--- config.mk ---
export PLATFORM = sky130hd
export DESIGN_NAME = filter_top
export DESIGN_NICKNAME = d
export VERILOG_FILES = /design/src/video_pkg.sv /design/src/constant_pad.sv /design/src/filter_top.sv /design/src/kernel_filter.sv /design/src/window_3x3.sv
export SDC_FILE = /design/constraint.sdc
export NUM_CORES = 1
export LEC_CHECK = 0
export BUFFER_PORTS_ARGS = -buffer_cell sky130_fd_sc_hd__buf_2
export CAP_MARGIN = 15
export CORE_MARGIN = 2
export CORE_UTILIZATION = 34
export CTS_CLUSTER_SIZE = 24
export DETAILED_ROUTE_END_ITERATION = 10
export PLACE_DENSITY = 0.5
export RECOVER_POWER = 50
export SETUP_SLACK_MARGIN = 0.2
export SKIP_CTS_REPAIR_TIMING = 1
export SYNTH_ARGS = -nofsm -noshare
export SYNTH_HDL_FRONTEND = slang
export SYNTH_SLANG_ARGS = --single-unit
--- constraint.sdc ---
create_clock -name clock_i -period 18.3 [get_ports clock_i]
set_input_delay 1.83 -clock clock_i [delete_from_list [all_inputs] [get_ports clock_i]]
set_output_delay 1.83 -clock clock_i [all_outputs]
set_load 0.01 [all_outputs]
--- src/video_pkg.sv ---
package video_pkg;

    ////////////////////////////////////////
    // Frame geometry
    ////////////////////////////////////////

    // Bits per pixel
    localparam int DATA_WIDTH = 8;

    // Input frame size, kept small for quick simulation
    localparam int IN_HEIGHT = 6;
    localparam int IN_WIDTH = 8;

    // Border width, one pixel around a 3x3 window
    localparam int PADDING = 1;

    // Frame size after padding
    localparam int PAD_HEIGHT = IN_HEIGHT + 2 * PADDING;
    localparam int PAD_WIDTH = IN_WIDTH + 2 * PADDING;

    // Counter widths over the padded frame
    localparam int PAD_ROW_WIDTH = $clog2(PAD_HEIGHT);
    localparam int PAD_COL_WIDTH = $clog2(PAD_WIDTH);

    // Pixels in one 3x3 neighbourhood
    localparam int WINDOW_PIXELS = 9;

    // Blur weights sum to 16, so the normalising shift is 4
    localparam int BLUR_SHIFT = 4;
    localparam int BLUR_SUM_WIDTH = DATA_WIDTH + BLUR_SHIFT;
    // One extra bit for the sign of the Laplacian
    localparam int EDGE_SUM_WIDTH = BLUR_SUM_WIDTH + 1;

    ////////////////////////////////////////
    // Pixel and stream types
    ////////////////////////////////////////

    typedef logic [DATA_WIDTH-1:0] pixel_t;

    // Border fill value and upper clamp limit
    localparam pixel_t PAD_VALUE = '0;
    localparam pixel_t PIXEL_MAX = '1;

    // Row-major neighbourhood; 0 is top-left, 4 is the centre
    typedef pixel_t [WINDOW_PIXELS-1:0] window_t;

    typedef logic [BLUR_SUM_WIDTH-1:0] blur_sum_t;
    typedef logic signed [EDGE_SUM_WIDTH-1:0] edge_sum_t;

    // One pixel on a stream link
    typedef struct packed {
        pixel_t data;
        logic last;
    } pixel_beat_t;

    // One neighbourhood on a stream link
    typedef struct packed {
        window_t window;
        logic last;
    } window_beat_t;

    // Kernel selection, held stable for a whole frame
    typedef enum logic [1:0] {
        KERNEL_IDENTITY = 2'd0,
        KERNEL_BLUR = 2'd1,
        KERNEL_EDGE = 2'd2
    } kernel_mode_e;

    ////////////////////////////////////////
    // Padded frame position
    ////////////////////////////////////////

    typedef logic [PAD_ROW_WIDTH-1:0] pad_row_t;
    typedef logic [PAD_COL_WIDTH-1:0] pad_col_t;

    typedef struct packed {
        pad_row_t row;
        pad_col_t col;
    } pad_pos_t;

    // Row-major step through the padded frame, wrapping at the end
    function automatic pad_pos_t next_pad_pos(pad_pos_t pos);
        pad_pos_t nxt_pos;
        nxt_pos = pos;
        if (pos.col == pad_col_t'(PAD_WIDTH - 1)) begin
            nxt_pos.col = '0;
            if (pos.row == pad_row_t'(PAD_HEIGHT - 1)) begin
                nxt_pos.row = '0;
            end else begin
                nxt_pos.row = pos.row + 1'b1;
            end
        end else begin
            nxt_pos.col = pos.col + 1'b1;
        end
        return nxt_pos;
    endfunction

endpackage : video_pkg

--- src/constant_pad.sv ---
`timescale 1ns/1ns

module constant_pad (
    input  logic                  clock_i,
    input  logic                  reset_i,

    // Original pixels in
    input  logic                  s_valid_i,
    output logic                  s_ready_o,
    input  video_pkg::pixel_beat_t s_beat_i,

    // Padded pixels out
    output logic                  m_valid_o,
    input  logic                  m_ready_i,
    output video_pkg::pixel_beat_t m_beat_o
);

    ////////////////////////////////////////
    // Position in the padded frame
    ////////////////////////////////////////

    // Position of the pixel currently offered downstream
    video_pkg::pad_pos_t pos_q;

    // Current position lies in the border
    logic in_border;
    // Current position is the final padded pixel
    logic at_last;
    // Output beat accepted this cycle
    logic out_xfer;

    // Border is everything outside the original image
    assign in_border =
        pos_q.row < video_pkg::pad_row_t'(video_pkg::PADDING) ||
        pos_q.row >= video_pkg::pad_row_t'(video_pkg::IN_HEIGHT + video_pkg::PADDING) ||
        pos_q.col < video_pkg::pad_col_t'(video_pkg::PADDING) ||
        pos_q.col >= video_pkg::pad_col_t'(video_pkg::IN_WIDTH + video_pkg::PADDING);

    assign at_last =
        pos_q.row == video_pkg::pad_row_t'(video_pkg::PAD_HEIGHT - 1) &&
        pos_q.col == video_pkg::pad_col_t'(video_pkg::PAD_WIDTH - 1);

    assign out_xfer = m_valid_o && m_ready_i;

    // Counter only moves when a padded pixel leaves
    always_ff @(posedge clock_i) begin
        if (reset_i) begin
            pos_q <= '0;
        end else if (out_xfer) begin
            pos_q <= video_pkg::next_pad_pos(pos_q);
        end
    end

    ////////////////////////////////////////
    // Stream muxing
    ////////////////////////////////////////

    // Border pixels need no input, image pixels wait for one
    assign m_valid_o = in_border || s_valid_i;

    // Input is only consumed at image positions
    // Held off while the pipeline is in reset
    assign s_ready_o = !reset_i && !in_border && m_ready_i;

    // Fill value in the border, otherwise pass through
    // Incoming last is ignored, the counter marks the frame end
    assign m_beat_o.data = in_border ? video_pkg::PAD_VALUE : s_beat_i.data;
    assign m_beat_o.last = at_last;

endmodule : constant_pad

--- src/filter_top.sv ---
`timescale 1ns/1ns

module filter_top (
    input  logic                   clock_i,
    input  logic                   reset_i,

    // Kernel for the current frame
    input  video_pkg::kernel_mode_e kernel_mode_i,

    // Raw pixel stream
    input  logic                   s_valid_i,
    output logic                   s_ready_o,
    input  video_pkg::pixel_beat_t  s_beat_i,

    // Filtered pixel stream
    output logic                   m_valid_o,
    input  logic                   m_ready_i,
    output video_pkg::pixel_beat_t  m_beat_o
);

    ////////////////////////////////////////
    // Internal links
    ////////////////////////////////////////

    // Pad to window
    logic pad_valid;
    logic pad_ready;
    video_pkg::pixel_beat_t pad_beat;

    // Window to kernel
    logic win_valid;
    logic win_ready;
    video_pkg::window_beat_t win_beat;

    // Border generation, zero latency
    constant_pad u_constant_pad (
        .clock_i   (clock_i),
        .reset_i   (reset_i),
        .s_valid_i (s_valid_i),
        .s_ready_o (s_ready_o),
        .s_beat_i  (s_beat_i),
        .m_valid_o (pad_valid),
        .m_ready_i (pad_ready),
        .m_beat_o  (pad_beat)
    );

    // Neighbourhood builder, one register stage
    window_3x3 u_window_3x3 (
        .clock_i   (clock_i),
        .reset_i   (reset_i),
        .s_valid_i (pad_valid),
        .s_ready_o (pad_ready),
        .s_beat_i  (pad_beat),
        .m_valid_o (win_valid),
        .m_ready_i (win_ready),
        .m_beat_o  (win_beat)
    );

    // Convolution, one register stage
    kernel_filter u_kernel_filter (
        .clock_i       (clock_i),
        .reset_i       (reset_i),
        .kernel_mode_i (kernel_mode_i),
        .s_valid_i     (win_valid),
        .s_ready_o     (win_ready),
        .s_beat_i      (win_beat),
        .m_valid_o     (m_valid_o),
        .m_ready_i     (m_ready_i),
        .m_beat_o      (m_beat_o)
    );

endmodule : filter_top

--- src/kernel_filter.sv ---
`timescale 1ns/1ns

module kernel_filter (
    input  logic                   clock_i,
    input  logic                   reset_i,

    // Kernel for the current frame
    input  video_pkg::kernel_mode_e kernel_mode_i,

    // Neighbourhoods in
    input  logic                   s_valid_i,
    output logic                   s_ready_o,
    input  video_pkg::window_beat_t s_beat_i,

    // Filtered pixels out
    output logic                   m_valid_o,
    input  logic                   m_ready_i,
    output video_pkg::pixel_beat_t  m_beat_o
);

    // Shorthand for the incoming neighbourhood
    video_pkg::window_t win;

    // Weighted sum for the 1-2-1 kernel
    video_pkg::blur_sum_t blur_sum;
    // Sum of the eight neighbours and eight times the centre
    video_pkg::blur_sum_t neighbour_sum;
    video_pkg::blur_sum_t centre_x8;
    // Laplacian before clamping
    video_pkg::edge_sum_t edge_diff;

    video_pkg::pixel_t blur_pixel;
    video_pkg::pixel_t edge_pixel;
    video_pkg::pixel_t result;

    logic accept;

    // Output register
    logic out_valid_q;
    video_pkg::pixel_beat_t out_beat_q;

    assign win = s_beat_i.window;

    ////////////////////////////////////////
    // Kernel arithmetic
    ////////////////////////////////////////

    always_comb begin
        // Corners weight 1, edges 2, centre 4
        blur_sum = video_pkg::blur_sum_t'(win[0]) + video_pkg::blur_sum_t'(win[2]) +
                   video_pkg::blur_sum_t'(win[6]) + video_pkg::blur_sum_t'(win[8]) +
                   ((video_pkg::blur_sum_t'(win[1]) + video_pkg::blur_sum_t'(win[3]) +
                     video_pkg::blur_sum_t'(win[5]) + video_pkg::blur_sum_t'(win[7])) << 1) +
                   (video_pkg::blur_sum_t'(win[4]) << 2);
        // Normalise by 16
        blur_pixel = blur_sum[video_pkg::BLUR_SUM_WIDTH-1:video_pkg::BLUR_SHIFT];

        neighbour_sum = video_pkg::blur_sum_t'(win[0]) + video_pkg::blur_sum_t'(win[1]) +
                        video_pkg::blur_sum_t'(win[2]) + video_pkg::blur_sum_t'(win[3]) +
                        video_pkg::blur_sum_t'(win[5]) + video_pkg::blur_sum_t'(win[6]) +
                        video_pkg::blur_sum_t'(win[7]) + video_pkg::blur_sum_t'(win[8]);
        centre_x8 = video_pkg::blur_sum_t'(win[4]) << 3;
        // Both operands are non-negative, widen by a zero bit
        edge_diff = video_pkg::edge_sum_t'({1'b0, centre_x8}) -
                    video_pkg::edge_sum_t'({1'b0, neighbour_sum});

        // Clamp to the pixel range
        if (edge_diff < 0) begin
            edge_pixel = '0;
        end else if (edge_diff > video_pkg::edge_sum_t'(video_pkg::PIXEL_MAX)) begin
            edge_pixel = video_pkg::PIXEL_MAX;
        end else begin
            edge_pixel = edge_diff[video_pkg::DATA_WIDTH-1:0];
        end
    end

    // Mode select, unused code falls back to the centre pixel
    always_comb begin
        case (kernel_mode_i)
            video_pkg::KERNEL_BLUR: result = blur_pixel;
            video_pkg::KERNEL_EDGE: result = edge_pixel;
            default: result = win[4];
        endcase
    end

    ////////////////////////////////////////
    // Output stage
    ////////////////////////////////////////

    assign s_ready_o = !out_valid_q || m_ready_i;
    assign accept = s_valid_i && s_ready_o;

    always_ff @(posedge clock_i) begin
        if (reset_i) begin
            out_valid_q <= 1'b0;
        end else if (accept) begin
            out_valid_q <= 1'b1;
        end else if (m_ready_i) begin
            out_valid_q <= 1'b0;
        end
    end

    // Result and frame end move together
    always_ff @(posedge clock_i) begin
        if (accept) begin
            out_beat_q.data <= result;
            out_beat_q.last <= s_beat_i.last;
        end
    end

    assign m_valid_o = out_valid_q;
    assign m_beat_o = out_beat_q;

endmodule : kernel_filter

--- src/window_3x3.sv ---
`timescale 1ns/1ns

module window_3x3 (
    input  logic                   clock_i,
    input  logic                   reset_i,

    // Padded pixels in
    input  logic                   s_valid_i,
    output logic                   s_ready_o,
    input  video_pkg::pixel_beat_t  s_beat_i,

    // One neighbourhood per original pixel out
    output logic                   m_valid_o,
    input  logic                   m_ready_i,
    output video_pkg::window_beat_t m_beat_o
);

    // Padded position of the next pixel to accept
    video_pkg::pad_pos_t pos_q;

    // Previous two padded rows, indexed by column
    // line_top_q is two rows up, line_mid_q one row up
    video_pkg::pixel_t line_top_q [video_pkg::PAD_WIDTH];
    video_pkg::pixel_t line_mid_q [video_pkg::PAD_WIDTH];

    // Two older window columns, [row][0] is the leftmost
    video_pkg::pixel_t hist_q [3][2];

    // Column arriving with the accepted pixel, top to bottom
    video_pkg::pixel_t col_new [3];

    // Window that ends at the accepted pixel
    video_pkg::window_t window_next;

    logic accept;
    logic window_done;

    // Output register
    logic out_valid_q;
    video_pkg::window_beat_t out_beat_q;

    ////////////////////////////////////////
    // Handshake
    ////////////////////////////////////////

    // Room when empty or draining this cycle
    assign s_ready_o = !out_valid_q || m_ready_i;
    assign accept = s_valid_i && s_ready_o;

    // A full window exists once two rows and two columns are behind
    assign window_done =
        pos_q.row >= video_pkg::pad_row_t'(2 * video_pkg::PADDING) &&
        pos_q.col >= video_pkg::pad_col_t'(2 * video_pkg::PADDING);

    ////////////////////////////////////////
    // Window assembly
    ////////////////////////////////////////

    always_comb begin
        col_new[0] = line_top_q[pos_q.col];
        col_new[1] = line_mid_q[pos_q.col];
        col_new[2] = s_beat_i.data;
        // Row-major, two history columns then the new one
        for (int r = 0; r < 3; r++) begin
            window_next[3 * r]     = hist_q[r][0];
            window_next[3 * r + 1] = hist_q[r][1];
            window_next[3 * r + 2] = col_new[r];
        end
    end

    // Line buffers roll down one row, history shifts left
    always_ff @(posedge clock_i) begin
        if (accept) begin
            line_top_q[pos_q.col] <= line_mid_q[pos_q.col];
            line_mid_q[pos_q.col] <= s_beat_i.data;
            for (int r = 0; r < 3; r++) begin
                hist_q[r][0] <= hist_q[r][1];
                hist_q[r][1] <= col_new[r];
            end
        end
    end

    // Own copy of the padded position, stepped per accepted pixel
    always_ff @(posedge clock_i) begin
        if (reset_i) begin
            pos_q <= '0;
        end else if (accept) begin
            pos_q <= video_pkg::next_pad_pos(pos_q);
        end
    end

    ////////////////////////////////////////
    // Output stage
    ////////////////////////////////////////

    // Pixels that complete no window leave the register alone
    always_ff @(posedge clock_i) begin
        if (reset_i) begin
            out_valid_q <= 1'b0;
        end else if (accept && window_done) begin
            out_valid_q <= 1'b1;
        end else if (m_ready_i) begin
            out_valid_q <= 1'b0;
        end
    end

    // Frame end rides on the window of the final padded pixel
    always_ff @(posedge clock_i) begin
        if (accept && window_done) begin
            out_beat_q.window <= window_next;
            out_beat_q.last <= s_beat_i.last;
        end
    end

    assign m_valid_o = out_valid_q;
    assign m_beat_o = out_beat_q;

endmodule : window_3x3

==> results.toml <==
[layout]
final_common_cell = "edfxtp_1"
nets = 1240
area_growth_pct = 13.59
fill_cells = 4230
drive_above_1_share = 0.1108
n_antenna_cell = 0
final_cell_mix = "edfxtp_1, inv_1, ha_1"
design_area_um2 = 17340

[clock_tree]
clkTransAtPathRegs_ns = 0.06
cts.sinks = 310
clock_path_buffers = 3
h-tree-depth = 2
cts_tree = "built"
cts_root_buffer = "clkbuf_16"
cts_buffers = 35
clock_latency_ns = 0.54

[sta]
fmax_mhz = 127.6
hold_viol_final = 0
rsz0062_at_grt = "no"
fin_worst_skew_ns = 0.02118
max_slew_margin = -1.367
finalSetupViolCount = 0
tightest_slew_ns = 3.551
final.setup.tns_ns = 0
finalCriticalPeriod_ns = 7.835
finalCritPeriodShare = 0.4281
fin_ws_ns = 10.47
drv_slew = 51

[setup_path]
r2r_end = "u_kernel_filter.m_beat_o[3]$_DFFE_PP_"
critPathBufInv = 4
cp.arrival_ns = 8.07
cp_slowest_cell = "fa_1"
cpPeakStageDelay_ns = 0.55
crit_path_end_kind = "flop"
critical_path.top_delay_family = "adder cells"
ff2ff_path_depth = 29
r2r_start = "u_window_3x3.m_beat_o[1]$_DFFE_PP_"
worstSetupPathType = "flop to flop"
crit_top_cell = "fa_1"
crit_required_ns = 18.54
startpoint_type = "flop"
crit_path_max_fanout = 5
r2r_slack_ns = 10.47

[drt]
wl_per_cell_um = 17.95
drt_pass1_iterations = 4
drtIter0Drc = 449
vias = 7988
via_per_inst = 4.718
post-route-drc-count = 0
ant_nets = 0
route.final.wire_length_mm = 30.39

[grt]
grt_pass1_wl_mm = 48.04
grt_max_degree = 75
antenna_found_initial = 2
grt_pass1_vias = 8407
grt_use_total = 0.1344
grt-ovfl-total = 0

[die]
die_x_um = 215.9
core_um2 = 44320
die_area_um2 = 46620
initial_utilization = 0.3446
die_y_um = 215.9
num_rows = 77
io_pins = 26

[outcome]
outcome = "finished with violations"
violations = "max-capacitance violations, max-slew violations"

[yosys]
synth_top_area_cell = "edfxtp_1"
yosysSeqAreaShare = 0.5965
syn_inst = 1016
synth_edf_count = 290
syn-num-nets = 1180
synth_area_leaders = "edfxtp_1, fa_1, ha_1"
yosysWarnings = 0
synth_ff_type = "edfxtp_1"
synth_cell_types = 54
async_flop_share = 0
synth_area_per_cell_um2 = 15.03
syn_area_um2 = 15270
yosysTopAreaCellShare = 0.5703
synth-seq-cells = 310

[hold_path]
whs_endpoint = "u_window_3x3.m_beat_o[4]$_DFFE_PP_"
holdPathStages = 0
hold_path.class = "flop to flop"
min_from = "u_window_3x3.hist_q[0][11]$_DFFE_PP_"

[job]
max-cap-violations = 2

[pwr]
vdd_drop_max_mv = 0.05822
power_mw = 1.614
leakage_nw = 6.507
p_per_area_nw_per_um2 = 93.08

[place]
place_hpwl_mm = 20.84
place_ws_ns = 10.40
port_buffers = 24
dpl_cell_area_um2 = 16230
gp_congestion = 0.7646
## cells by family (layout without fill, tap and decap cells)
group | after synthesis | after routing | share of synthesized area
AOI/OAI and AO/OA | 169 | 169 | 0.07260
xor gates and xnor gates | 45 | 45 | 0.02581
adders and majority gates | 149 | 149 | 0.1570
buffers and inverters | 140 | 225 | 0.03450
DFF | 310 | 310 | 0.5965
muxes | 54 | 54 | 0.06162
and+or+nand+nor | 149 | 149 | 0.05195
## cell usage after synthesis (3+ instances only)
| cell | number |
|---|---|
| nor2_1 | 34 |
| xor2_1 | 15 |
| mux2i_1 | 22 |
| mux4_2 | 32 |
| ha_1 | 78 |
| fa_1 | 71 |
| nand3b_1 | 3 |
| a221oi_1 | 4 |
| nand2b_1 | 14 |
| a21oi_1 | 63 |
| nor2b_1 | 26 |
| inv_1 | 118 |
| nand3_1 | 5 |
| dfxtp_1 | 20 |
| or3_1 | 4 |
| xnor2_1 | 30 |
| buf_1 | 6 |
| a21boi_0 | 3 |
| edfxtp_1 | 290 |
| nor3b_1 | 6 |
| a21o_1 | 18 |
| a211oi_1 | 21 |
| o21ai_0 | 29 |
| o21bai_1 | 11 |
| and2_1 | 9 |
| clkbuf_1 | 14 |
| nand2_1 | 25 |
| nor3_1 | 12 |
## how the worst max path moves through the flow
stage,cells after the start,start,end,slack (ns)
after floorplan,29,u_window_3x3.m_beat_o[1]$_DFFE_PP_,u_kernel_filter.m_beat_o[3]$_DFFE_PP_,11.39
after global placement,28,u_window_3x3.m_beat_o[1]$_DFFE_PP_,u_kernel_filter.m_beat_o[4]$_DFFE_PP_,10.48
after detailed placement,28,u_window_3x3.m_beat_o[1]$_DFFE_PP_,u_kernel_filter.m_beat_o[6]$_DFFE_PP_,10.40
after CTS,28,u_window_3x3.m_beat_o[1]$_DFFE_PP_,u_kernel_filter.m_beat_o[6]$_DFFE_PP_,10.38
after global routing,29,u_window_3x3.m_beat_o[1]$_DFFE_PP_,u_kernel_filter.m_beat_o[6]$_DFFE_PP_,9.95
final,29,u_window_3x3.m_beat_o[1]$_DFFE_PP_,u_kernel_filter.m_beat_o[3]$_DFFE_PP_,10.47
## layer usage
| layer | wire (um) | track usage | vias to the layer above |
|---|---|---|---|
| met3 | 991 | 0.02720 | 35 |
| met1 | 13950 | 0.1724 | 4012 |
| met4 | 501 | 0.03402 | 0 |
| li1 | - | - | 3848 |
| met5 | 0 | 0 | - |
| met2 | 14940 | 0.2328 | 93 |
## flip-flops by register name, indices dropped and copies added (netlist names), named ones only
signal and flops:
u_window_3x3.m_beat_o 73, u_window_3x3.line_mid_q 80, u_window_3x3.m_valid_o 1, u_kernel_filter.m_beat_o 9, u_window_3x3.pos_q 7, u_window_3x3.hist_q 48, u_constant_pad.pos_q 7, u_kernel_filter.m_valid_o 1
u_window_3x3.line_top_q 80
## where the power goes
part	total [mW]	leakage [nW]	internal, mW	switching, mW
clock	0.722	0.577	0.438	0.284
sequential	0.824	2.95	0.815	0.00981
combinational	0.0681	2.98	0.0280	0.0401
total	1.61	6.51	1.28	0.334
## area by class of cell
cell class / instances / area, um2 / share of cell area
Multi-Input combinational cell: 566 / 5639 / 0.3251
Clock inverter: 24 / 297.8 / 0.01717
Inverter: 119 / 446.7 / 0.02575
Timing Repair Buffer: 44 / 224.0 / 0.01291
Clock buffer: 38 / 887.1 / 0.05115
Tap cell: 592 / 740.7 / 0.04271
Sequential cell: 310 / 9109 / 0.5252
## per-stage QoR
| stage | utilization | hold WS, ns | std cells |
|---|---|---|---|
| floorplan | - | 0.4003 | 1016 |
| global placement | 0.3660 | 0.4011 | 1629 |
| detailed placement | 0.3662 | 0.4052 | 1630 |
| CTS | 0.3929 | 0.4203 | 1692 |
| global route | 0.3914 | 0.4254 | 1693 |
| finish | 0.3914 | 0.4187 | 1693 |
No activity file was read; power rests on OpenSTA's default activity.
